==> src/cpu_pkg.sv <==
`default_nettype none

package cpu_pkg;

  localparam int XLEN = 32;

  typedef logic [XLEN-1:0] word_t;
  typedef logic [4:0] reg_addr_t;

  // Major opcodes of the RV32I subset
  typedef enum logic [6:0] {
    OP     = 7'b0110011,
    OP_IMM = 7'b0010011,
    LUI    = 7'b0110111,
    LOAD   = 7'b0000011,
    STORE  = 7'b0100011,
    BRANCH = 7'b1100011,
    JAL    = 7'b1101111
  } opcode_t;

  typedef enum logic [2:0] {
    ALU_ADD,
    ALU_SUB,
    ALU_AND,
    ALU_OR,
    ALU_XOR,
    ALU_SLT,
    ALU_PASSB
  } aluop_t;

  // Instruction field positions
  localparam int OPCODE_LSB = 0;
  localparam int OPCODE_W   = 7;
  localparam int RD_LSB     = 7;
  localparam int FUNCT3_LSB = 12;
  localparam int RS1_LSB    = 15;
  localparam int RS2_LSB    = 20;
  localparam int FUNCT7_LSB = 25;

  localparam logic [2:0] F3_ADD = 3'b000;
  localparam logic [2:0] F3_SLT = 3'b010;
  localparam logic [2:0] F3_XOR = 3'b100;
  localparam logic [2:0] F3_OR  = 3'b110;
  localparam logic [2:0] F3_AND = 3'b111;
  localparam logic [2:0] F3_BEQ = 3'b000;
  localparam logic [2:0] F3_BNE = 3'b001;
  localparam logic [6:0] F7_SUB = 7'b0100000;

  // addi x0, x0, 0
  localparam word_t NOP_INSTR = 32'h0000_0013;

endpackage

`default_nettype wire

==> src/pipe_pkg.sv <==
`default_nettype none

package pipe_pkg;

  import cpu_pkg::*;

  typedef enum logic [2:0] {IF, ID, EX, MEM, WB} stage_e;

  localparam int NUM_STAGES = 5;

  // One bit per stage, set while that stage holds
  typedef logic [NUM_STAGES-1:0] stall_t;

  typedef struct packed {
    logic  valid;
    word_t pc;
    word_t instr;
  } if_id_t;

  typedef struct packed {
    logic      valid;
    aluop_t    aluop;
    word_t     op_a;
    word_t     op_b;
    word_t     sdata;
    reg_addr_t rd;
    logic      wreg;
    logic      memrd;
    logic      memwr;
  } id_ex_t;

  typedef struct packed {
    logic      valid;
    word_t     result;
    word_t     sdata;
    reg_addr_t rd;
    logic      wreg;
    logic      memrd;
    logic      memwr;
  } ex_mem_t;

  typedef struct packed {
    logic      valid;
    word_t     result;
    reg_addr_t rd;
    logic      wreg;
  } mem_wb_t;

endpackage

`default_nettype wire

==> src/regfile.sv <==
`default_nettype none

module regfile (
  input  wire logic               clk,
  input  wire logic               rst_i,
  input  wire pipe_pkg::mem_wb_t  mem_wb_i,
  input  wire cpu_pkg::reg_addr_t raddr1_i,
  input  wire cpu_pkg::reg_addr_t raddr2_i,
  output cpu_pkg::word_t          rdata1_o,
  output cpu_pkg::word_t          rdata2_o
);

  import cpu_pkg::*;

  word_t regs [0:31];
  logic  wr_en;

  assign wr_en = mem_wb_i.valid && mem_wb_i.wreg && (mem_wb_i.rd != '0);

  // x0 is never written
  always_ff @(posedge clk) begin
    if (!rst_i && wr_en) begin
      regs[mem_wb_i.rd] <= mem_wb_i.result;
    end
  end

  // Same-cycle write bypasses to the reads
  always_comb begin
    rdata1_o = regs[raddr1_i];
    if (raddr1_i == '0) begin
      rdata1_o = '0;
    end else if (wr_en && mem_wb_i.rd == raddr1_i) begin
      rdata1_o = mem_wb_i.result;
    end
    rdata2_o = regs[raddr2_i];
    if (raddr2_i == '0) begin
      rdata2_o = '0;
    end else if (wr_en && mem_wb_i.rd == raddr2_i) begin
      rdata2_o = mem_wb_i.result;
    end
  end

endmodule

`default_nettype wire

==> src/ifetch.sv <==
`default_nettype none

module ifetch #(
  parameter cpu_pkg::word_t RESET_PC = 32'h0000_0000
) (
  input  wire logic             clk,
  input  wire logic             rst_i,
  input  wire pipe_pkg::stall_t stall_i,
  input  wire logic             redirect_i,
  input  wire cpu_pkg::word_t   target_i,
  input  wire cpu_pkg::word_t   inst_i,
  output logic                  inst_req_o,
  output cpu_pkg::word_t        inst_addr_o,
  output pipe_pkg::if_id_t      if_id_o
);

  import cpu_pkg::*;
  import pipe_pkg::*;

  word_t pc_q;
  logic  req_q;

  assign inst_req_o  = req_q;
  assign inst_addr_o = pc_q;

  always_ff @(posedge clk) begin
    if (rst_i) begin
      req_q <= 1'b0;
      pc_q  <= RESET_PC;
    end else begin
      req_q <= 1'b1;
      // Redirect wins over a fetch stall
      if (redirect_i) begin
        pc_q <= target_i;
      end else if (req_q && !stall_i[IF]) begin
        pc_q <= pc_q + 32'd4;
      end
    end
  end

  // IF/ID, squashed behind a redirect or a waiting fetch
  always_ff @(posedge clk) begin
    if (rst_i) begin
      if_id_o.valid <= 1'b0;
      if_id_o.instr <= NOP_INSTR;
    end else if (!stall_i[ID]) begin
      if (redirect_i || stall_i[IF] || !req_q) begin
        if_id_o.valid <= 1'b0;
        if_id_o.instr <= NOP_INSTR;
      end else begin
        if_id_o.valid <= 1'b1;
        if_id_o.pc    <= pc_q;
        if_id_o.instr <= inst_i;
      end
    end
  end

  a_target_aligned: assert property (@(posedge clk) disable iff (rst_i)
    redirect_i |-> target_i[1:0] == 2'b00);

endmodule

`default_nettype wire

==> src/id.sv <==
`default_nettype none

module id (
  input  wire logic               clk,
  input  wire logic               rst_i,
  input  wire pipe_pkg::stall_t   stall_i,
  input  wire pipe_pkg::if_id_t   if_id_i,
  output cpu_pkg::reg_addr_t      rs1_addr_o,
  output cpu_pkg::reg_addr_t      rs2_addr_o,
  input  wire cpu_pkg::word_t     rs1_data_i,
  input  wire cpu_pkg::word_t     rs2_data_i,
  input  wire pipe_pkg::mem_wb_t  ex_fwd_i,
  input  wire pipe_pkg::mem_wb_t  mem_fwd_i,
  input  wire logic               ex_memrd_i,
  output logic                    redirect_o,
  output cpu_pkg::word_t          target_o,
  output logic                    load_use_o,
  output pipe_pkg::id_ex_t        id_ex_o
);

  import cpu_pkg::*;
  import pipe_pkg::*;

  word_t      instr;
  opcode_t    opcode;
  reg_addr_t  rd;
  logic [2:0] funct3;
  logic       is_sub;
  word_t      imm_i;
  word_t      imm_s;
  word_t      imm_b;
  word_t      imm_u;
  word_t      imm_j;
  word_t      rs1_val;
  word_t      rs2_val;
  logic       use_rs1;
  logic       use_rs2;
  logic       taken;
  id_ex_t     id_ex_d;

  // Newest value wins: EX, then MEM, then the register file
  function automatic word_t fwd_sel(reg_addr_t rs, word_t rf_val, mem_wb_t ex_f,
                                    mem_wb_t mem_f);
    if (ex_f.valid && ex_f.wreg && ex_f.rd == rs) begin
      return ex_f.result;
    end else if (mem_f.valid && mem_f.wreg && mem_f.rd == rs) begin
      return mem_f.result;
    end
    return rf_val;
  endfunction

  function automatic aluop_t alu_from_f3(logic [2:0] f3, logic sub);
    aluop_t op;
    case (f3)
      F3_ADD:  op = sub ? ALU_SUB : ALU_ADD;
      F3_SLT:  op = ALU_SLT;
      F3_XOR:  op = ALU_XOR;
      F3_OR:   op = ALU_OR;
      F3_AND:  op = ALU_AND;
      default: op = ALU_ADD;
    endcase
    return op;
  endfunction

  assign instr      = if_id_i.instr;
  assign opcode     = opcode_t'(instr[OPCODE_LSB +: OPCODE_W]);
  assign rd         = instr[RD_LSB +: 5];
  assign funct3     = instr[FUNCT3_LSB +: 3];
  assign is_sub     = instr[FUNCT7_LSB +: 7] == F7_SUB;
  assign rs1_addr_o = instr[RS1_LSB +: 5];
  assign rs2_addr_o = instr[RS2_LSB +: 5];

  assign imm_i = {{20{instr[31]}}, instr[31:20]};
  assign imm_s = {{20{instr[31]}}, instr[31:25], instr[11:7]};
  assign imm_b = {{19{instr[31]}}, instr[31], instr[7], instr[30:25], instr[11:8], 1'b0};
  assign imm_u = {instr[31:12], 12'b0};
  assign imm_j = {{11{instr[31]}}, instr[31], instr[19:12], instr[20], instr[30:21], 1'b0};

  always_comb begin
    rs1_val = fwd_sel(rs1_addr_o, rs1_data_i, ex_fwd_i, mem_fwd_i);
    rs2_val = fwd_sel(rs2_addr_o, rs2_data_i, ex_fwd_i, mem_fwd_i);
  end

  assign use_rs1 = opcode inside {OP, OP_IMM, LOAD, STORE, BRANCH};
  assign use_rs2 = opcode inside {OP, STORE, BRANCH};

  // Load in EX feeding this instruction
  assign load_use_o = if_id_i.valid && ex_memrd_i && ex_fwd_i.wreg &&
                      ((use_rs1 && ex_fwd_i.rd == rs1_addr_o) ||
                       (use_rs2 && ex_fwd_i.rd == rs2_addr_o));

  always_comb begin
    taken    = 1'b0;
    target_o = if_id_i.pc + imm_b;
    case (opcode)
      BRANCH: begin
        if (funct3 == F3_BEQ) begin
          taken = rs1_val == rs2_val;
        end else if (funct3 == F3_BNE) begin
          taken = rs1_val != rs2_val;
        end
      end
      JAL: begin
        taken    = 1'b1;
        target_o = if_id_i.pc + imm_j;
      end
      default: ;
    endcase
  end

  // Only redirect once the branch leaves decode
  assign redirect_o = if_id_i.valid && taken && !stall_i[ID];

  always_comb begin
    id_ex_d.valid = if_id_i.valid;
    id_ex_d.aluop = ALU_ADD;
    id_ex_d.op_a  = rs1_val;
    id_ex_d.op_b  = imm_i;
    id_ex_d.sdata = rs2_val;
    id_ex_d.rd    = rd;
    id_ex_d.wreg  = 1'b0;
    id_ex_d.memrd = 1'b0;
    id_ex_d.memwr = 1'b0;
    case (opcode)
      OP: begin
        id_ex_d.aluop = alu_from_f3(funct3, is_sub);
        id_ex_d.op_b  = rs2_val;
        id_ex_d.wreg  = 1'b1;
      end
      OP_IMM: begin
        id_ex_d.aluop = alu_from_f3(funct3, 1'b0);
        id_ex_d.wreg  = 1'b1;
      end
      LUI: begin
        id_ex_d.aluop = ALU_PASSB;
        id_ex_d.op_b  = imm_u;
        id_ex_d.wreg  = 1'b1;
      end
      LOAD: begin
        id_ex_d.memrd = 1'b1;
        id_ex_d.wreg  = 1'b1;
      end
      STORE: begin
        id_ex_d.op_b  = imm_s;
        id_ex_d.memwr = 1'b1;
      end
      JAL: begin
        // Link value
        id_ex_d.aluop = ALU_PASSB;
        id_ex_d.op_b  = if_id_i.pc + 32'd4;
        id_ex_d.wreg  = 1'b1;
      end
      default: ;
    endcase
    if (rd == '0) begin
      id_ex_d.wreg = 1'b0;
    end
  end

  always_ff @(posedge clk) begin
    if (rst_i) begin
      id_ex_o.valid <= 1'b0;
    end else if (!stall_i[EX]) begin
      if (stall_i[ID]) begin
        id_ex_o.valid <= 1'b0;
      end else begin
        id_ex_o <= id_ex_d;
      end
    end
  end

  a_no_redirect_on_load_use: assert property (@(posedge clk) disable iff (rst_i)
    redirect_o |-> !load_use_o);

endmodule

`default_nettype wire

==> src/ex.sv <==
`default_nettype none

module ex (
  input  wire logic             clk,
  input  wire logic             rst_i,
  input  wire pipe_pkg::stall_t stall_i,
  input  wire pipe_pkg::id_ex_t id_ex_i,
  output pipe_pkg::mem_wb_t     ex_fwd_o,
  output logic                  ex_memrd_o,
  output pipe_pkg::ex_mem_t     ex_mem_o
);

  import cpu_pkg::*;
  import pipe_pkg::*;

  word_t op_a;
  word_t op_b;
  word_t result;

  assign op_a = id_ex_i.op_a;
  assign op_b = id_ex_i.op_b;

  // Loads and stores use ALU_ADD for the address
  always_comb begin
    case (id_ex_i.aluop)
      ALU_ADD:   result = op_a + op_b;
      ALU_SUB:   result = op_a - op_b;
      ALU_AND:   result = op_a & op_b;
      ALU_OR:    result = op_a | op_b;
      ALU_XOR:   result = op_a ^ op_b;
      ALU_SLT:   result = {31'b0, $signed(op_a) < $signed(op_b)};
      ALU_PASSB: result = op_b;
      default:   result = op_b;
    endcase
  end

  assign ex_fwd_o.valid  = id_ex_i.valid;
  assign ex_fwd_o.result = result;
  assign ex_fwd_o.rd     = id_ex_i.rd;
  assign ex_fwd_o.wreg   = id_ex_i.wreg;
  assign ex_memrd_o      = id_ex_i.valid && id_ex_i.memrd;

  always_ff @(posedge clk) begin
    if (rst_i) begin
      ex_mem_o.valid <= 1'b0;
    end else if (!stall_i[MEM]) begin
      if (stall_i[EX]) begin
        ex_mem_o.valid <= 1'b0;
      end else begin
        ex_mem_o.valid  <= id_ex_i.valid;
        ex_mem_o.result <= result;
        ex_mem_o.sdata  <= id_ex_i.sdata;
        ex_mem_o.rd     <= id_ex_i.rd;
        ex_mem_o.wreg   <= id_ex_i.wreg;
        ex_mem_o.memrd  <= id_ex_i.memrd;
        ex_mem_o.memwr  <= id_ex_i.memwr;
      end
    end
  end

endmodule

`default_nettype wire

==> src/mem.sv <==
`default_nettype none

module mem (
  input  wire logic              clk,
  input  wire logic              rst_i,
  input  wire pipe_pkg::stall_t  stall_i,
  input  wire pipe_pkg::ex_mem_t ex_mem_i,
  input  wire cpu_pkg::word_t    data_rdata_i,
  output logic                   data_req_o,
  output logic                   data_we_o,
  output cpu_pkg::word_t         data_addr_o,
  output cpu_pkg::word_t         data_wdata_o,
  output pipe_pkg::mem_wb_t      mem_fwd_o,
  output pipe_pkg::mem_wb_t      mem_wb_o
);

  import pipe_pkg::*;

  assign data_req_o   = ex_mem_i.valid && (ex_mem_i.memrd || ex_mem_i.memwr);
  assign data_we_o    = ex_mem_i.valid && ex_mem_i.memwr;
  assign data_addr_o  = ex_mem_i.result;
  assign data_wdata_o = ex_mem_i.sdata;

  // Load data is only good while the data port is not waiting
  assign mem_fwd_o.valid  = ex_mem_i.valid;
  assign mem_fwd_o.result = ex_mem_i.memrd ? data_rdata_i : ex_mem_i.result;
  assign mem_fwd_o.rd     = ex_mem_i.rd;
  assign mem_fwd_o.wreg   = ex_mem_i.wreg;

  always_ff @(posedge clk) begin
    if (rst_i) begin
      mem_wb_o.valid <= 1'b0;
    end else if (!stall_i[WB]) begin
      if (stall_i[MEM]) begin
        mem_wb_o.valid <= 1'b0;
      end else begin
        mem_wb_o <= mem_fwd_o;
      end
    end
  end

  a_data_addr_aligned: assert property (@(posedge clk) disable iff (rst_i)
    data_req_o |-> data_addr_o[1:0] == 2'b00);

endmodule

`default_nettype wire

==> src/ctrl.sv <==
`default_nettype none

module ctrl (
  input  wire logic      load_use_i,
  input  wire logic      inst_wait_i,
  input  wire logic      data_wait_i,
  output pipe_pkg::stall_t stall_o
);

  import pipe_pkg::*;

  // Writeback never holds
  always_comb begin
    stall_o = '0;
    if (inst_wait_i) begin
      stall_o[IF] = 1'b1;
    end
    if (load_use_i) begin
      stall_o[IF] = 1'b1;
      stall_o[ID] = 1'b1;
    end
    if (data_wait_i) begin
      stall_o[IF]  = 1'b1;
      stall_o[ID]  = 1'b1;
      stall_o[EX]  = 1'b1;
      stall_o[MEM] = 1'b1;
    end
  end

endmodule

`default_nettype wire

==> src/cpu.sv <==
`default_nettype none

module cpu #(
  parameter cpu_pkg::word_t RESET_PC = 32'h0000_0000
) (
  input  wire logic           clk,
  input  wire logic           rst_i,
  output logic                inst_req_o,
  output cpu_pkg::word_t      inst_addr_o,
  input  wire cpu_pkg::word_t inst_i,
  input  wire logic           inst_wait_i,
  output logic                data_req_o,
  output logic                data_we_o,
  output cpu_pkg::word_t      data_addr_o,
  output cpu_pkg::word_t      data_wdata_o,
  input  wire cpu_pkg::word_t data_rdata_i,
  input  wire logic           data_wait_i
);

  import cpu_pkg::*;
  import pipe_pkg::*;

  stall_t    stall;
  if_id_t    if_id;
  id_ex_t    id_ex;
  ex_mem_t   ex_mem;
  mem_wb_t   mem_wb;
  mem_wb_t   ex_fwd;
  mem_wb_t   mem_fwd;
  logic      ex_memrd;
  logic      redirect;
  word_t     target;
  logic      load_use;
  reg_addr_t rs1_addr;
  reg_addr_t rs2_addr;
  word_t     rs1_data;
  word_t     rs2_data;

  ctrl ctrl0 (
    .load_use_i (load_use),
    .inst_wait_i(inst_wait_i),
    .data_wait_i(data_wait_i),
    .stall_o    (stall)
  );

  regfile regfile0 (
    .clk     (clk),
    .rst_i   (rst_i),
    .mem_wb_i(mem_wb),
    .raddr1_i(rs1_addr),
    .raddr2_i(rs2_addr),
    .rdata1_o(rs1_data),
    .rdata2_o(rs2_data)
  );

  ifetch #(
    .RESET_PC(RESET_PC)
  ) ifetch0 (
    .clk        (clk),
    .rst_i      (rst_i),
    .stall_i    (stall),
    .redirect_i (redirect),
    .target_i   (target),
    .inst_i     (inst_i),
    .inst_req_o (inst_req_o),
    .inst_addr_o(inst_addr_o),
    .if_id_o    (if_id)
  );

  id id0 (
    .clk       (clk),
    .rst_i     (rst_i),
    .stall_i   (stall),
    .if_id_i   (if_id),
    .rs1_addr_o(rs1_addr),
    .rs2_addr_o(rs2_addr),
    .rs1_data_i(rs1_data),
    .rs2_data_i(rs2_data),
    .ex_fwd_i  (ex_fwd),
    .mem_fwd_i (mem_fwd),
    .ex_memrd_i(ex_memrd),
    .redirect_o(redirect),
    .target_o  (target),
    .load_use_o(load_use),
    .id_ex_o   (id_ex)
  );

  ex ex0 (
    .clk       (clk),
    .rst_i     (rst_i),
    .stall_i   (stall),
    .id_ex_i   (id_ex),
    .ex_fwd_o  (ex_fwd),
    .ex_memrd_o(ex_memrd),
    .ex_mem_o  (ex_mem)
  );

  mem mem0 (
    .clk         (clk),
    .rst_i       (rst_i),
    .stall_i     (stall),
    .ex_mem_i    (ex_mem),
    .data_rdata_i(data_rdata_i),
    .data_req_o  (data_req_o),
    .data_we_o   (data_we_o),
    .data_addr_o (data_addr_o),
    .data_wdata_o(data_wdata_o),
    .mem_fwd_o   (mem_fwd),
    .mem_wb_o    (mem_wb)
  );

endmodule

`default_nettype wire

==> config.mk <==
export PLATFORM = sky130hd
export DESIGN_NAME = cpu
export DESIGN_NICKNAME = d
export VERILOG_FILES = /design/src/cpu_pkg.sv /design/src/pipe_pkg.sv /design/src/regfile.sv /design/src/ifetch.sv /design/src/id.sv /design/src/ex.sv /design/src/mem.sv /design/src/ctrl.sv /design/src/cpu.sv
export SDC_FILE = /design/constraint.sdc
export NUM_CORES = 2
export LEC_CHECK = 0
export BUFFER_PORTS_ARGS = -buffer_cell sky130_fd_sc_hd__buf_2
export CAP_MARGIN = 15
export CELL_PAD_IN_SITES_DETAIL_PLACEMENT = 1
export CELL_PAD_IN_SITES_GLOBAL_PLACEMENT = 1
export CORE_MARGIN = 5
export CORE_UTILIZATION = 54
export DETAILED_ROUTE_END_ITERATION = 10
export PLACE_DENSITY_LB_ADDON = 0.1
export SYNTH_ARGS = -nofsm -noshare
export SYNTH_HDL_FRONTEND = slang
export SYNTH_SLANG_ARGS = --single-unit
==> constraint.sdc <==
create_clock -name clk -period 14.5 [get_ports clk]
set_clock_uncertainty 0.1 [all_clocks]
set_input_delay 2.175 -clock clk [delete_from_list [all_inputs] [get_ports clk]]
set_output_delay 2.175 -clock clk [all_outputs]
set_load 0.05 [all_outputs]
**Yosys cells after proc, flatten, opt, wreduce, memory -nomap -nowiden**

Memory sizes are Yosys's and may differ from the RTL's. A register that Yosys moved wholly into a read port is not among the register bits.
Index checks and enable logic that the tools add are counted.

- Memories: 1
- Bits in writable memories: 1,024
- Bits in registers: 318
- Logic and storage cells: 157
- Output and inout bits: 99

- Reduce and logical (&&, ||, !) cells: 46
- Order comparisons: 1
- Bitwise gates (word level): 8
- Add/subtract/negate cells: 6
- Mux-type cells: 44
- Equal/unequal tests: 26

Memories:

| name | depth | width | read ports | clocked after memory_dff | wr ports | RTL line | source |
|---|---|---|---|---|---|---|---|
| regfile0.regs | 32 | 32 | 2 | 2 | 1 | regfile.sv:15 | `word_t regs [0:31];` |

Operators by type and width:

| kind | number |
|---|---|
| $mux W32 | 15 |
| $pmux W32 S6 | 1 |
| $pmux W32 S4 | 1 |
| $add A32 B32 Y32 | 3 |
| $add A32 B3 Y32 const B | 2 |
| $and A32 B32 Y32 | 1 |
| $eq A32 B32 Y1 | 1 |
| $lt A32 B32 Y1 | 1 |
| $ne A32 B32 Y1 | 1 |
| $or A32 B32 Y32 | 1 |
| $sub A32 B32 Y32 | 1 |
| $xor A32 B32 Y32 | 1 |
| $eq A5 B5 Y1 | 6 |
| $eq A7 B6 Y1 const B | 4 |
| $logic_and A1 B1 Y1 | 22 |
| $mux W5 | 4 |
| $mux W1 | 17 |
| $eq A3 B3 Y1 const B | 5 |
| $logic_not A5 Y1 | 3 |
| $pmux W3 S5 | 1 |
| $eq A7 B7 Y1 const B | 2 |
| $pmux W3 S4 | 1 |
| $reduce_bool A5 Y1 | 2 |
| $eq A3 B2 Y1 const B | 3 |
| other kinds (17) | 32 |

**Depth between registers and ports, before layout**

- Depth after elaboration: 17
- Depth in mapped cells: 22
- Gate-level depth less buffers: 19

**Modules after synthesis**

From an unflattened synthesis, not the netlist that was laid out.

- Cell total of the unflattened synthesis: 5,110
- Area total of the unflattened synthesis: 70,810.4 um^2

Modules (own cells, without submodules):

| module | area an instance (um^2) | sequential area each (um^2) | instances | cells an instance |
|---|---|---|---|---|
| regfile | 48,096.1 | 30,749.5 | 1 | 2,715 |
| id | 8,304.2 | 3,233.1 | 1 | 905 |
| ex | 8,100.3 | 2,182.1 | 1 | 966 |
| ifetch | 4,000.1 | 2,282.2 | 1 | 366 |
| mem | 2,270.9 | 1,161.1 | 1 | 152 |
| ctrl | 38.8 | 0.0 | 1 | 6 |

**Worst setup path before layout**

OpenSTA, ideal clock, no wires.

- Path type: input to register
- Start point: input port rst_i
- End point: register id0.id_ex_o[0] (netlist bit), enable pin
- Setup slack: 3.795 ns
- Arrival time: 9.902 ns
- Data required time: 13.696 ns
- Stages: 3
- Library setup time: 0.704 ns
- Path through: clkbuf_1 buf_1 nor3_1

- Longest elaborated chain between the ends: 2

Ends and longest elaborated chain:

| what | RTL line | source |
|---|---|---|
| start: declaration | cpu.sv:7 | `input wire logic rst_i,` |
| $not A1 Y1 (no line) | - |  |
| $reduce_and A3 Y1 (no line) | - |  |
| end signal: assignment | id.sv:167 | `id_ex_o <= id_ex_d;` |
| end: declaration | id.sv:18 | `output pipe_pkg::id_ex_t id_ex_o` |

Every way passes these cells.
A chain may end at the register's enable or synchronous reset.

==> impl_metrics.env <==
export IMPL_status="complete, but fails checks"
export IMPL_violations="slew limit"
export IMPL_hold_start="id0.id_ex_o[13]"
export IMPL_pwr_share_comb_pct=8.5
export IMPL_yosysTopAreaCellShare_pct=53.4
export IMPL_rsz0062_at_grt="false"
export IMPL_p_int_uw=6780
export IMPL_dp_hpwl_mm=175
export IMPL_antenna_found_initial=5
export IMPL_initial_core_util_pct=54.4
export IMPL_async_flop_share_pct=0
export IMPL_fp_dieW_um=374
export IMPL_netSwitchingPower_uw=2200
export IMPL_post_route_period_util_pct=56.8
export IMPL_syn_inst=5099
export IMPL_syn_to_final_growth_pct=10.4
export IMPL_cp_num_cells=18
export IMPL_drv_cap=0
export IMPL_die_h_um=374
export IMPL_crit_path_max_incr_delay_ps=810
export IMPL_crit_slowest_cell="a211oi_4"
export IMPL_cts_buffer_depth=3
export IMPL_synthTopCellsByArea="edfxtp_1 (53%), mux4_2 (15%), mux2i_1 (4.2%), ha_1 (2.4%), dfxtp_1 (2.2%)"
export IMPL_dieArea_um2=140000
export IMPL_drv_slew=1
export IMPL_cts_tree="built"
export IMPL_hold_class="reg2reg"
export IMPL_fin_tns_setup_ps=0
export IMPL_seq_power_share_pct=48.7
export IMPL_crit_end="ifetch0.inst_addr_o[23]"
export IMPL_cp_end_kind="register"
export IMPL_hold_buffers=0
export IMPL_p_leak_uw=0.0267
export IMPL_ctsResizeCount=0
export IMPL_clk_pin_slew_ps=60
export IMPL_yosysMostFrequentCell="edfxtp_1"
export IMPL_p_clk_share_pct=42.8
export IMPL_syn_area_per_cell_um2=14.0
export IMPL_overflow=0
export IMPL_cts_root_buf="clkbuf_16"
export IMPL_synth_common_cells="edfxtp_1 (1273), mux4_2 (466), nand2_1 (312)"
export IMPL_critical_path_top_delay_family="compound AO/OA/AOI/OAI gates"
export IMPL_post_cts_setup_buffer_count=0
export IMPL_synth_edf_count=1273
export IMPL_r2r_end="ifetch0.inst_addr_o[23]"
export IMPL_drt_total_wl_mm=272
export IMPL_setup_viol=0
export IMPL_route_met2_wl_mm=120
export IMPL_rr_worst_depth=18
export IMPL_crit_chain="buf_4 > buf_4 > buf_12 > mux4_2 > o211ai_1 > nor2b_1 > a211oi_1 > a31oi_1 > a221oi_1 > a21oi_1 > or3_1 > a2111oi_0 > nand4b_1 > nor4_4 > nand2_2 > a211oi_4 > buf_4 > mux2_2"
export IMPL_postRouteAntennaNets=0
export IMPL_first_pass_iters=8
export IMPL_crit_fanout=96
export IMPL_netlist_area_um2=71600
export IMPL_io_buffers=166
export IMPL_grt_usage_pct=38.1
export IMPL_yosysSeqAreaShare_pct=55.6
export IMPL_row_count=133
export IMPL_io_pins=167
export IMPL_finalCriticalPeriod_ps=8230
export IMPL_vdd_ir_drop_max_mv=0.125
export IMPL_startpoint_type="register"
export IMPL_grt_start_max_net_pins=103
export IMPL_power_share_switching_pct=24.5
export IMPL_drive_gt1_share_pct=21.3
export IMPL_fmax_ghz=0.122
export IMPL_r2r_setup_slack_ps=6270
export IMPL_worst_setup_path_type="reg2reg"
export IMPL_layout_setup_ws_ps=6270
export IMPL_finalHoldViolCount=0
export IMPL_place_congestion=0.955
export IMPL_dr_total_vias=51800
export IMPL_grt_pass1_wl_mm=383
export IMPL_fin_nets=5399
export IMPL_clock_sinks=1352
export IMPL_slew_headroom_pct=-0.744
export IMPL_power_density_nw_per_um2=114
export IMPL_htreeDepth=4
export IMPL_drt_iter0_drc=7809
export IMPL_post_place_ws_ps=6290
export IMPL_wl_met3_mm=34.2
export IMPL_core_um2=132000
export IMPL_fillers=12400
export IMPL_first_global_vias=51900
export IMPL_ys_ff_latch=1352
export IMPL_worstPathArrival_ps=8800
export IMPL_wire_per_inst_um=38.5
export IMPL_ys_dominant_reg_cell="edfxtp_1"
export IMPL_required_ps=15070
export IMPL_synth_warnings=0
export IMPL_route_detailed_drc=0
export IMPL_synth_top_area_cell="edfxtp_1"
export IMPL_cp_num_buf_inv=4
export IMPL_yosys_cell_types_count=103
export IMPL_cts_made_buffers=146
export IMPL_cpMostUsedCell="buf_4"
export IMPL_met1Wirelength_mm=100
export IMPL_worst_pin_slew_ps=1510
export IMPL_vias_per_cell=7.33
export IMPL_top_layer_used="met4"
export IMPL_insertion_delay_ps=800
-- worst min-delay path by stage --
stage / end / cells after the start
2_1_floorplan: ex0.ex_mem_o[0] / 0
3_3_place_gp: ex0.ex_mem_o[15] / 0
3_5_place_dp: ex0.ex_mem_o[11] / 0
4_1_cts: ex0.ex_mem_o[11] / 0
5_1_grt: ex0.ex_mem_o[13] / 0
6_report: ex0.ex_mem_o[13] / 0
-- layout by cell type (no fill, tap or decap), types with 25 or more instances in the layout --
master,synthesis,final
o21ai_0,186,186
a221oi_1,59,59
a21oi_1,198,198
a31oi_1,38,38
nand2_1,312,312
mux2_2,36,36
clkbuf_1,173,36
o211ai_1,48,48
buf_2,79,166
a21o_1,42,42
nand2b_1,25,25
a211oi_1,46,46
mux4_2,466,466
ha_1,135,135
conb_1,1,32
and3_1,51,49
nor2_4,0,29
edfxtp_1,1273,1273
nor2_1,278,245
xor2_1,57,57
mux2i_1,298,298
xnor2_1,74,74
nand4_1,38,38
clkbuf_16,0,151
and2_1,27,27
nand3_1,130,129
dfxtp_1,79,70
buf_4,88,141
inv_1,164,163
nor3_1,85,80
a22oi_1,92,92
nor2b_1,36,34
-- cell type report --
| type | instances | area [µm²] | area share, % |
|---|---|---|---|
| sequential | 1352 | 39800 | 50.4 |
| multi-input combinational | 3206 | 29400 | 37.2 |
| clock buffer | 189 | 3940 | 4.98 |
| tap | 1755 | 2200 | 2.78 |
| timing repair buffer | 318 | 2150 | 2.73 |
| clock inverter | 68 | 863 | 1.09 |
| inverter | 169 | 637 | 0.805 |
| antenna | 4 | 10.0 | 0.0127 |
-- cells by family (layout without fill, tap and decap cells) --
kind of cell	after synthesis	after routing	share of synthesized area [%]
flops	1352	1352	55.6
simple gates	1121	1121	7.58
compound gates	974	974	9.33
mux	810	810	19.5
buf+inv	572	744	3.92
fa+ha+maj	138	138	2.44
xor+xnor	131	131	1.60
other cells	1	36	0.00524
-- sequential cells by signal, summed over array words and instances, names as in the netlist, named ones only --
name / count
ifetch0.inst_req_o: 1
mem0.mem_wb_o: 39
ifetch0.inst_addr_o: 32
ifetch0.if_id_o: 65
regfile0.regs: 1024
ex0.ex_mem_o: 73
id0.id_ex_o: 108
-- per-layer routing --
metal	up-vias	track usage (%)
li1	20400	-
met1	26800	51.3
met2	3747	56.9
met3	764	10.4
met4	0	20.4
met5	-	0
-- power groups by stage --
| stage | clock network, µW | logic, µW | registers (µW) |
|---|---|---|---|
| finish | 3840 | 762 | 4370 |
| global route | 4050 | 791 | 4370 |
| CTS | 3860 | 725 | 4380 |
| detailed placement | 0 | 719 | 4460 |
| global placement | 0 | 706 | 4460 |
| floorplan | 0 | 473 | 4430 |
-- stage by stage --
stage / instances / power (µW) / hold WS (ps) / cell area, µm² / utilization, %
after floorplan: 5130 / 4900 / 300 / 71700 / -
after global placement: 6790 / 5160 / 305 / 74000 / 56.2
after detailed placement: 6791 / 5180 / 309 / 74000 / 56.2
after CTS: 7048 / 8970 / 322 / 78800 / 59.9
after global routing: 7057 / 9210 / 329 / 79100 / 60.1
final: 7061 / 8980 / 323 / 79100 / 60.1
No activity file was read; power rests on OpenSTA's default activity.
